--- src/hdl/cart_hdr_cfg.svh ---
// Cartridge header inspector configuration
// Download bus widths, header word addresses and light-gun defaults

`ifndef CART_HDR_CFG_SVH
`define CART_HDR_CFG_SVH

// Download bus
`define CART_ADDR_W        25
`define CART_DATA_W        16

// Header word addresses, byte addressed
`define HDR_ID_ADDR        25'h180  // First product code word
`define HDR_ID_LAST        25'h18A  // Last product code word, low byte only
`define HDR_CRC_ADDR       25'h18E
`define HDR_ID_DONE_ADDR   25'h190  // Product code complete
`define HDR_RGN_ADDR0      25'h1F0
`define HDR_RGN_ADDR1      25'h1F2
`define HDR_END_ADDR       25'h200

`define GUN_DELAY_DEFAULT  8'd44

`endif

--- src/hdl/cart_hdr_pkg.sv ---
// Cartridge header inspector types
// Region, priority and gun enums plus the structs passed between stages

`include "cart_hdr_cfg.svh"

package cart_hdr_pkg;

	typedef enum logic [1:0] {
		JP = 2'd0,
		US = 2'd1,
		EU = 2'd2
	} region_e;

	// Region search order when several header flags are set
	typedef enum logic [1:0] {
		PRIO_US_EU_JP = 2'd0,
		PRIO_EU_US_JP = 2'd1,
		PRIO_US_JP_EU = 2'd2,
		PRIO_JP_US_EU = 2'd3
	} region_prio_e;

	typedef enum logic {
		MENACER   = 1'b0,
		JUSTIFIER = 1'b1
	} gun_type_e;

	typedef enum logic {
		WAIT_HDR = 1'b0,
		HOLD     = 1'b1
	} sel_state_e;

	// One word from the ROM loader
	typedef struct packed {
		logic [`CART_ADDR_W-1:0] addr;
		logic [`CART_DATA_W-1:0] data;
		logic                    strb;
	} load_wr_t;

	typedef struct packed {
		logic [87:0] id;    // 11 characters, first one on top
		logic [15:0] crc;
		logic        j;
		logic        u;
		logic        e;
	} hdr_fields_t;

	typedef struct packed {
		logic [3:0] eeprom_map;
		logic       noram_quirk;
		logic       fmbusy_quirk;
		logic       schan_quirk;
		logic [2:0] sf_map;      // Bootleg bank map
		gun_type_e  gun_type;
		logic [7:0] gun_delay;   // Sensor delay in pixels
	} cart_profile_t;

endpackage

--- src/hdl/hdr_capture.sv ---
// Cartridge header capture
// Watches the ROM download stream, byte-swaps the product code and checksum
// words, decodes the region characters and flags header completion.
// Also latches the ROM size when the download ends.

`include "cart_hdr_cfg.svh"

module hdr_capture (
	input  logic                       clk_sys,
	input  logic                       RESET,
	input  logic                       dl_active,
	input  cart_hdr_pkg::load_wr_t     wr,
	output cart_hdr_pkg::hdr_fields_t  hdr,
	output logic                       id_done,
	output logic                       dl_start,
	output logic                       hdr_ready,
	output logic [`CART_ADDR_W-1:0]    rom_size
);
	import cart_hdr_pkg::*;

	logic                    dl_active_d;
	logic                    dl_end;
	logic                    wr_en;
	logic [`CART_DATA_W-1:0] data_sw;
	logic [7:0]              lo;
	logic [7:0]              hi;
	logic [3:0]              hrgn;
	logic [87:0]             id_q;
	logic [15:0]             crc_q;
	logic [2:0]              rgn_q;     // {e, u, j}
	logic [2:0]              rgn_next;
	logic [`CART_ADDR_W-1:0] last_addr;

	// Letter to flag position {e, u, j}
	function automatic logic [2:0] letter_euj(input logic [7:0] c);
		return {c == "E", c == "U", c == "J"};
	endfunction

	assign dl_start = dl_active & ~dl_active_d;
	assign dl_end   = ~dl_active & dl_active_d;
	assign wr_en    = wr.strb & dl_active;
	assign data_sw  = {wr.data[7:0], wr.data[15:8]};  // Earlier char sits in low byte
	assign lo       = wr.data[7:0];
	assign hi       = wr.data[15:8];
	assign hrgn     = wr.data[3:0] - 4'd7;              // 'A'..'F' to 10..15

	assign hdr = '{id: id_q, crc: crc_q, j: rgn_q[0], u: rgn_q[1], e: rgn_q[2]};

	////////////////////////////////////////
	// Region character decode

	always_comb begin
		rgn_next = rgn_q;
		if (wr.addr == `HDR_RGN_ADDR0) begin
			if (|letter_euj(lo))
				rgn_next = rgn_q | letter_euj(lo);
			else if (lo >= "0" && lo <= "9")
				rgn_next = {lo[3], lo[2], lo[0]};
			else if (lo >= "A" && lo <= "F")
				rgn_next = {hrgn[3], hrgn[2], hrgn[0]};
			rgn_next = rgn_next | letter_euj(hi);   // Second character
		end
		if (wr.addr == `HDR_RGN_ADDR1)
			rgn_next = rgn_q | letter_euj(lo);
	end

	always_ff @(posedge clk_sys) begin
		if (RESET || dl_start)
			rgn_q <= '0;
		else if (wr_en)
			rgn_q <= rgn_next;
	end

	////////////////////////////////////////
	// Product code and checksum words

	always_ff @(posedge clk_sys) begin
		if (wr_en) begin
			for (int k = 0; k < 5; k++) begin
				if (wr.addr == `HDR_ID_ADDR + 2 * k)
					id_q[87 - 16 * k -: 16] <= data_sw;
			end
			if (wr.addr == `HDR_ID_LAST)
				id_q[7:0] <= lo;                    // 11th char only
			if (wr.addr == `HDR_CRC_ADDR)
				crc_q <= data_sw;
			last_addr <= wr.addr;
		end
	end

	////////////////////////////////////////
	// Download edges, header status and size

	always_ff @(posedge clk_sys) begin
		if (RESET) begin
			dl_active_d <= 1'b0;
			id_done     <= 1'b0;
			hdr_ready   <= 1'b0;
			rom_size    <= '0;
		end else begin
			dl_active_d <= dl_active;
			id_done     <= wr_en && (wr.addr == `HDR_ID_DONE_ADDR);
			if (wr_en && (wr.addr == `HDR_END_ADDR))
				hdr_ready <= 1'b1;
			if (dl_end) begin
				hdr_ready <= 1'b0;
				rom_size  <= last_addr;
			end
		end
	end

	// Loader only strobes inside a download
	a_wr_in_dl: assert property (@(posedge clk_sys) disable iff (RESET)
		wr.strb |-> dl_active)
		else $error("wr strobe seen with dl_active low");

endmodule

--- src/hdl/cart_profile.sv ---
// Cartridge profile lookup
// Matches the captured product code against the known cartridge table and
// loads the EEPROM map, quirk bits, bootleg map and light-gun settings.
// Returns to defaults at the start of every download.

`include "cart_hdr_cfg.svh"

module cart_profile (
	input  logic                        clk_sys,
	input  logic                        RESET,
	input  logic                        dl_start,
	input  logic                        id_done,
	input  cart_hdr_pkg::hdr_fields_t   hdr,
	output cart_hdr_pkg::cart_profile_t profile
);
	import cart_hdr_pkg::*;

	localparam cart_profile_t PROFILE_DEFAULT = '{
		eeprom_map:   4'b0000,
		noram_quirk:  1'b0,
		fmbusy_quirk: 1'b0,
		schan_quirk:  1'b0,
		sf_map:       3'b000,
		gun_type:     MENACER,
		gun_delay:    `GUN_DELAY_DEFAULT
	};

	logic [63:0]   code8;   // Low 8 characters of the id
	logic [47:0]   code6;   // Top 6 characters
	cart_profile_t match;

	assign code8 = hdr.id[63:0];
	assign code6 = hdr.id[87:40];

	always_comb begin
		match = PROFILE_DEFAULT;

		// Mapper and quirk table
		case (code8)
			"T-50446 ": match.eeprom_map   = 4'b0001;
			"MK-1215 ": match.eeprom_map   = 4'b0010;
			"T-081326": match.eeprom_map   = 4'b0011;
			"T-081276": match.eeprom_map   = 4'b1011;
			"T-081586": match.eeprom_map   = 4'b1100;
			"T-81576 ": match.eeprom_map   = 4'b1101;
			"T-113016": match.noram_quirk  = 1'b1;   // Fake RAM check
			"T-35036 ": match.fmbusy_quirk = 1'b1;
			"T-68???-": match.schan_quirk  = 1'b1;
			default: begin
				if (code6 == "SF-001")
					match.sf_map = {hdr.crc == 16'h3E08, 2'b01};  // Revision by checksum
				else if (code6 == "SF-002")
					match.sf_map = 3'b110;
				else if (code6 == "SF-004")
					match.sf_map = 3'b111;
			end
		endcase

		// Light-gun type and sensor delay
		case (code8)
			"MK-1533 ": begin
				match.gun_type  = MENACER;
				match.gun_delay = 8'd100;
			end
			"T-95096-": begin
				match.gun_type  = JUSTIFIER;
				match.gun_delay = 8'd52;
			end
			"T-95136-": begin
				match.gun_type  = JUSTIFIER;
				match.gun_delay = 8'd30;
			end
			"MK-1658 ": begin
				match.gun_type  = MENACER;
				match.gun_delay = 8'd120;
			end
			default: ;  // Menacer at default delay
		endcase
	end

	always_ff @(posedge clk_sys) begin
		if (RESET || dl_start)
			profile <= PROFILE_DEFAULT;
		else if (id_done)
			profile <= match;
	end

	a_eeprom_code: assert property (@(posedge clk_sys) disable iff (RESET)
		profile.eeprom_map inside {4'b0000, 4'b0001, 4'b0010, 4'b0011,
			4'b1011, 4'b1100, 4'b1101})
		else $error("eeprom_map holds unused code %h", profile.eeprom_map);

endmodule

--- src/hdl/region_select.sv ---
// Console region selector
// Once the header is complete, picks the first flagged region in the user
// priority order and holds the request until the header is released

module region_select (
	input  logic                       clk_sys,
	input  logic                       RESET,
	input  logic                       hdr_ready,
	input  logic                       auto_region_off,
	input  cart_hdr_pkg::hdr_fields_t  hdr,
	input  cart_hdr_pkg::region_prio_e region_prio,
	output cart_hdr_pkg::region_e      region_req,
	output logic                       region_set
);
	import cart_hdr_pkg::*;

	sel_state_e state;

	function automatic region_e pick_region(input region_prio_e prio,
		input logic j, input logic u, input logic e);
		region_e r;
		case (prio)
			PRIO_US_EU_JP: r = u ? US : e ? EU : j ? JP : US;
			PRIO_EU_US_JP: r = e ? EU : u ? US : j ? JP : EU;
			PRIO_US_JP_EU: r = u ? US : j ? JP : e ? EU : US;
			default:       r = j ? JP : u ? US : e ? EU : JP;
		endcase
		return r;
	endfunction

	always_ff @(posedge clk_sys) begin
		if (RESET) begin
			state      <= WAIT_HDR;
			region_req <= JP;
			region_set <= 1'b0;
		end else begin
			case (state)
				WAIT_HDR: begin
					if (hdr_ready) begin
						state      <= HOLD;
						region_set <= ~auto_region_off;
						if (!auto_region_off)
							region_req <= pick_region(region_prio, hdr.j, hdr.u, hdr.e);
					end
				end
				HOLD: begin
					if (!hdr_ready) begin   // Download finished
						state      <= WAIT_HDR;
						region_set <= 1'b0;
					end
				end
				default: state <= WAIT_HDR;
			endcase
		end
	end

	a_region_valid: assert property (@(posedge clk_sys) disable iff (RESET)
		region_set |-> (region_req != 2'd3))
		else $error("region_req is 3 while region_set is high");

endmodule

--- src/hdl/cart_hdr_top.sv ---
// Cartridge header inspector top level
// Header capture feeds the profile lookup and the region selector

`include "cart_hdr_cfg.svh"

module cart_hdr_top (
	input  logic                        clk_sys,
	input  logic                        RESET,
	input  logic                        dl_active,
	input  cart_hdr_pkg::load_wr_t      wr,
	input  cart_hdr_pkg::region_prio_e  region_prio,
	input  logic                        auto_region_off,
	output cart_hdr_pkg::region_e       region_req,
	output logic                        region_set,
	output cart_hdr_pkg::cart_profile_t profile,
	output logic [`CART_ADDR_W-1:0]     rom_size
);
	import cart_hdr_pkg::*;

	hdr_fields_t hdr;
	logic        id_done;
	logic        dl_start;
	logic        hdr_ready;

	hdr_capture u_capture (
		.clk_sys   (clk_sys),
		.RESET     (RESET),
		.dl_active (dl_active),
		.wr        (wr),
		.hdr       (hdr),
		.id_done   (id_done),
		.dl_start  (dl_start),
		.hdr_ready (hdr_ready),
		.rom_size  (rom_size)
	);

	cart_profile u_profile (
		.clk_sys  (clk_sys),
		.RESET    (RESET),
		.dl_start (dl_start),
		.id_done  (id_done),
		.hdr      (hdr),
		.profile  (profile)
	);

	region_select u_region (
		.clk_sys         (clk_sys),
		.RESET           (RESET),
		.hdr_ready       (hdr_ready),
		.auto_region_off (auto_region_off),
		.hdr             (hdr),
		.region_prio     (region_prio),
		.region_req      (region_req),
		.region_set      (region_set)
	);

endmodule

--- config.mk ---
export PLATFORM = sky130hd
export DESIGN_NAME = cart_hdr_top
export DESIGN_NICKNAME = d
export VERILOG_FILES = /design/src/hdl/cart_hdr_pkg.sv /design/src/hdl/hdr_capture.sv /design/src/hdl/cart_profile.sv /design/src/hdl/region_select.sv /design/src/hdl/cart_hdr_top.sv
export VERILOG_INCLUDE_DIRS = /design/src /design/src/hdl
export SDC_FILE = /design/constraint.sdc
export NUM_CORES = 1
export LEC_CHECK = 0
export BUFFER_PORTS_ARGS = -buffer_cell sky130_fd_sc_hd__buf_2
export CAP_MARGIN = 5
export CORE_MARGIN = 2
export CORE_UTILIZATION = 40
export DETAILED_ROUTE_END_ITERATION = 6
export GPL_ROUTABILITY_DRIVEN = 0
export GPL_TIMING_DRIVEN = 0
export PLACE_DENSITY = 0.7
export SETUP_SLACK_MARGIN = 0.3
export SLEW_MARGIN = 20
export SYNTH_ARGS = -nofsm -noshare
export SYNTH_HDL_FRONTEND = slang
export SYNTH_SLANG_ARGS = --single-unit
--- constraint.sdc ---
create_clock -name clk_sys -period 6.29 [get_ports clk_sys]
set_input_delay 0.629 -clock clk_sys [delete_from_list [all_inputs] [get_ports clk_sys]]
set_output_delay 0.629 -clock clk_sys [all_outputs]
set_load 0.02 [all_outputs]
-- Yosys cells after proc, flatten, opt, wreduce, memory -nomap -nowiden
Index checks and enable logic that the tools add are counted.
- add/sub/neg operators: 1
- order comparisons: 4
- eq/ne operators: 38
- multiplexer cells: 32
- bitwise logic cells: 9
- reduce and logical (&&, ||, !) cells: 20
- operators by type and width (operator ; number):
    $eq 64x63->1 const B ; 13
    $eq 25x9->1 const B ; 10
    $eq 48x47->1 const B ; 3
    $eq 8x7->1 const B ; 6
    $pmux 9 s4 ; 1
    $mux 3 ; 10
    $eq 25x10->1 const B ; 1
    $pmux 4 s6 ; 1
    $mux 2 ; 11
    $reduce_and 2->1 ; 9
    $eq 16x14->1 const B ; 1
    $reduce_or 9->1 ; 1
    $ge 8x6->1 const B ; 1
    $ge 8x7->1 const B ; 1
    $le 8x6->1 const B ; 1
    $le 8x7->1 const B ; 1
    $mux 1 ; 7
    $or 3x3->3 ; 2
    $pmux 2 s3 ; 1
    $logic_and 1x1->1 ; 4
    $ne 2x2->1 const B ; 2
    $not 1->1 ; 4
    $sub 4x3->4 const B ; 1
    $and 1x1->1 ; 3
    9 further kinds ; 9
- register bits: 183
- bits of input ports: 48
- output and inout bits: 47
- word-level logic and storage cells: 127

-- Logic depth before layout (Yosys ltp)
- depth after elaboration: 9
- gate-level depth with buffers: 6

-- Hierarchy
From an unflattened synthesis, not the netlist that was laid out.
- cell total of the unflattened synthesis: 591
- area, all modules: 7430.9 sq um
- by module, submodules not included (module ; instances ; cells each ; area an instance (sq um) ; seq. area each (sq um)):
    hdr_capture ; 1 ; 345 ; 5557.8 ; 4494.3
    cart_profile ; 1 ; 220 ; 1644.1 ; 340.3
    region_select ; 1 ; 26 ; 229.0 ; 80.1

-- Worst setup path before layout
No wires, ideal clock.
- path kind: input port to flip-flop
- start point: input wr[33] (netlist name)
- end point: register u_capture.id_q[72] (enable)
- arrival time: 2.791 ns
- required time: 5.881 ns
- slack: 3.089 ns
- cell stages on the path: 5
- path buffers: 0
- cells stage by stage: nor4_1 nand4_1 nor4b_1 nand2_1 nor3_1
- cells in the longest elaborated chain, start to end: 2
- RTL lines (item ; RTL line ; source):
    from (decl) ; cart_hdr_top.sv:10 ; input cart_hdr_pkg::load_wr_t wr,
    $eq 25x9->1 ; hdr_capture.sv:80 ; if (wr.addr == `HDR_ID_ADDR + 2 * k)
    $reduce_and 2->1 (no line) ; n/a ;
    to (signal, indexed assignment) ; hdr_capture.sv:81 ; id_q[87 - 16 * k -: 16] <= data_sw;
    to (decl) ; hdr_capture.sv:28 ; logic [87:0] id_q;
Every way passes these cells.
A chain may end at the register's enable or synchronous reset.

-- Worst setup path after layout
- start point: input wr[28] (netlist name)
- end point: register u_capture.id_q[41] (enable)
The elaborated chain is that of the path after synthesis.

==> reports/metrics.yaml <==
n_antenna_cell: 0
skew_ns: 0.00699
fin_setup_tns_ns: 0
cpMaxStageDelayCell: "nor2_2"
multiInputGateArea_um2: 2320
vdd_ir_drop_max_v: 0.000186
firstDrtPassIters: 5
numCtsBuffers: 17
drv_slew: 0
worstMarginPinSlew_ns: 1.04
avgRoutedWirePerCell_um: 18.3
rows: 49
clk_latency_ns: 0.42
port_buffers: 91
synthFlopType: "edfxtp_1"
grt_max_degree: 26
period_share_pct: 47.1
wl_um: 17100
slew-limit-headroom_pct: 30.5
syn_area_per_cell_um2: 12.7
cp-end-kind: "register"
fmax_mhz: 338
ys_async_sr_fraction_pct: 0
cp.arrival_ns: 3.01
drc: 0
cts_tree: "built"
grt_pass1_vias: 5008
cp.required_ns: 6.33
ios: 95
critPathMaxFanout: 16
finalHoldViolCount: 0
maxCapViolCount: 0
syn_area_um2: 7370
hp-class: "in -> reg"
dieArea_um2: 19500
synth_top_area_share_pct: 52.6
htreeDepth: 4
synth_edf_count: 129
synthTopCellsByArea: "edfxtp_1 (53%), dfxtp_1 (14%), nand2_1 (3.5%)"
crit_type: "in -> reg"
grt_pass1_wl_um: 26700
powerDensity_nw_per_um2: 280
syn_to_final_growth_pct: 18.6
fp.coreArea_um2: 18000
dieHeight_um: 140
cpPeakStageDelay_ns: 0.74
rsz0062_at_grt: "false"
cts_resized: 0
holdBufCountCts: 0
clock_path_buffers: 2
p_leak_nw: 2.96
post_cts_buffers: 0
grtUsageTotal_pct: 17.6
yosys_register_bits: 181
seq_area_um2: 4910
finalCriticalPeriod_ns: 2.96
cts.sinks: 181
final_cell_mix: "edfxtp_1 (129), buf_2 (92), nand2_1 (69)"
n_fill_cell: 1586
synth_top_area_cell: "edfxtp_1"
cts.clk_slew.worst_paths_ns: 0.06
antenna_found_initial: 0
crit_chain: "buf_2, nor4_1, nand4_1, nor4b_1, nand2_1, nor2_2"
yosysWarnings: 0
overflow: 0
dr_total_vias: 5245
viasPerCell: 5.60
holdWs_ns: 0.403
synthesis.instances: 582
fin_nets: 743
final_cell_area_um2: 8730
ys_seq_area_share_pct: 66.7
ant_nets: 0
layout-drive-gt1-share_pct: 22.2
dieWidth_um: 140
synth_cell_types: 67
hpwl_um: 12100
drt_iter0_drc: 509
layout_commonest_cell: "edfxtp_1"
place_area_um2: 8150
setup_viol: 0
start_kind: "input port"
initial_core_util_pct: 40.9
finalPower_w: 0.00245
cts_root_buf: "clkbuf_16"
outcome: "finished clean"
-- registers in the layout (all words and copies together) (netlist names) --
| signal | count |
|---|---|
| u_region.state | 1 |
| u_capture.crc_q | 16 |
| u_capture.hdr_ready | 1 |
| u_capture.id_done | 1 |
| u_capture.last_addr | 25 |
| u_region.region_set | 1 |
| u_capture.rgn_q | 3 |
| u_region.region_req | 2 |
| u_profile.profile | 17 |
| u_capture.id_q | 88 |
| u_capture.dl_active_d | 1 |
| u_capture.rom_size | 25 |
-- through the flow --
stage | util [%] | setup WS, ns | instances
final | 48.5 | 3.33 | 936
after global routing | 48.5 | 3.11 | 936
after CTS | 48.5 | 3.33 | 936
after detailed placement | 45.2 | 2.88 | 905
after global placement | 45.0 | 2.13 | 903
after floorplan | - | 3.09 | 583
-- routing by layer --
metal  global-route usage (%)  wire, um
met1                     23.5      7480
met2                     28.3      8350
met3                     4.23       960
met4                     6.16       303
met5                        0         0
-- synth_stat cells (2+ instances only) --
cell type and count:
o311ai_0 2, o211ai_1 2, nand2b_1 4, o2bb2ai_1 2, nand2_1 69, nand4bb_1 2, dfxtp_1 52, mux2i_1 2
o221a_2 2, o31ai_1 3, a21oi_1 43, and4b_1 4, a22oi_1 3, buf_4 2, nor4_1 14, and3_1 7
or3b_2 2, o21ai_0 13, or4b_2 2, o22ai_1 2, nor2_1 34, or3_1 3, nand3b_1 5, nor4bb_1 12
or4b_1 3, nor3b_1 10, edfxtp_1 129, nor4b_1 10, nand3_1 14, xnor2_1 3, and4bb_2 6, nor3_1 21
o31a_1 2, and2_1 2, nand4_1 21, inv_1 7, o21a_1 2, nor2b_1 10, clkbuf_1 14, nand4b_1 6
and2b_2 4, and3b_1 3, a31oi_1 5
-- cell families after synthesis --
logic type	share of synthesized area (%)
other	0.0509
flip-flops	66.7
buffers and inverters	2.14
AO/OA/AOI/OAI	7.54
multiplexers	0.425
XOR/XNOR	0.357
AND/OR/NAND/NOR	22.8
-- worst paths after layout --
| kind | start | end | slack (ns) | cells after the start |
|---|---|---|---|---|
| min reg2reg | u_capture.rom_size[13]$_SDFFE_PP0P_ | u_capture.rom_size[13]$_SDFFE_PP0P_ | 0.45 | 2 |
| max reg2reg | u_capture.id_q[1]$_DFFE_PP_ | u_profile.profile[16]$_SDFFE_PP0P_ | 3.86 | 5 |
| max | wr[28] | u_capture.id_q[41]$_DFFE_PP_ | 3.33 | 6 |
| min | wr[36] | u_capture.last_addr[19]$_DFFE_PP_ | 0.40 | 1 |
-- report_power, final --
part | switching (W) | total [W] | internal (W)
Sequential | 0.00000522 | 0.00130 | 0.00129
Clock | 0.000434 | 0.00106 | 0.000621
Combinational | 0.0000642 | 0.0000921 | 0.0000279
Total | 0.000504 | 0.00245 | 0.00194
-- worst max-delay path, delay by kind of cell --
family / cells / cell delay, ns
AND/OR/NAND/NOR: 5 / 2.26
buffers and inverters: 1 / 0.11
-- layout make-up --
class | count | area share, %
inverters | 7 | 0.301
clock buffers | 18 | 4.91
repair buffers | 93 | 5.39
plain buffers | 20 | 1.50
clock inverters | 13 | 1.81
flip-flops and latches | 181 | 56.3
multi-input cells | 375 | 26.5
well taps | 229 | 3.28
(Power assumes the default switching activity.)
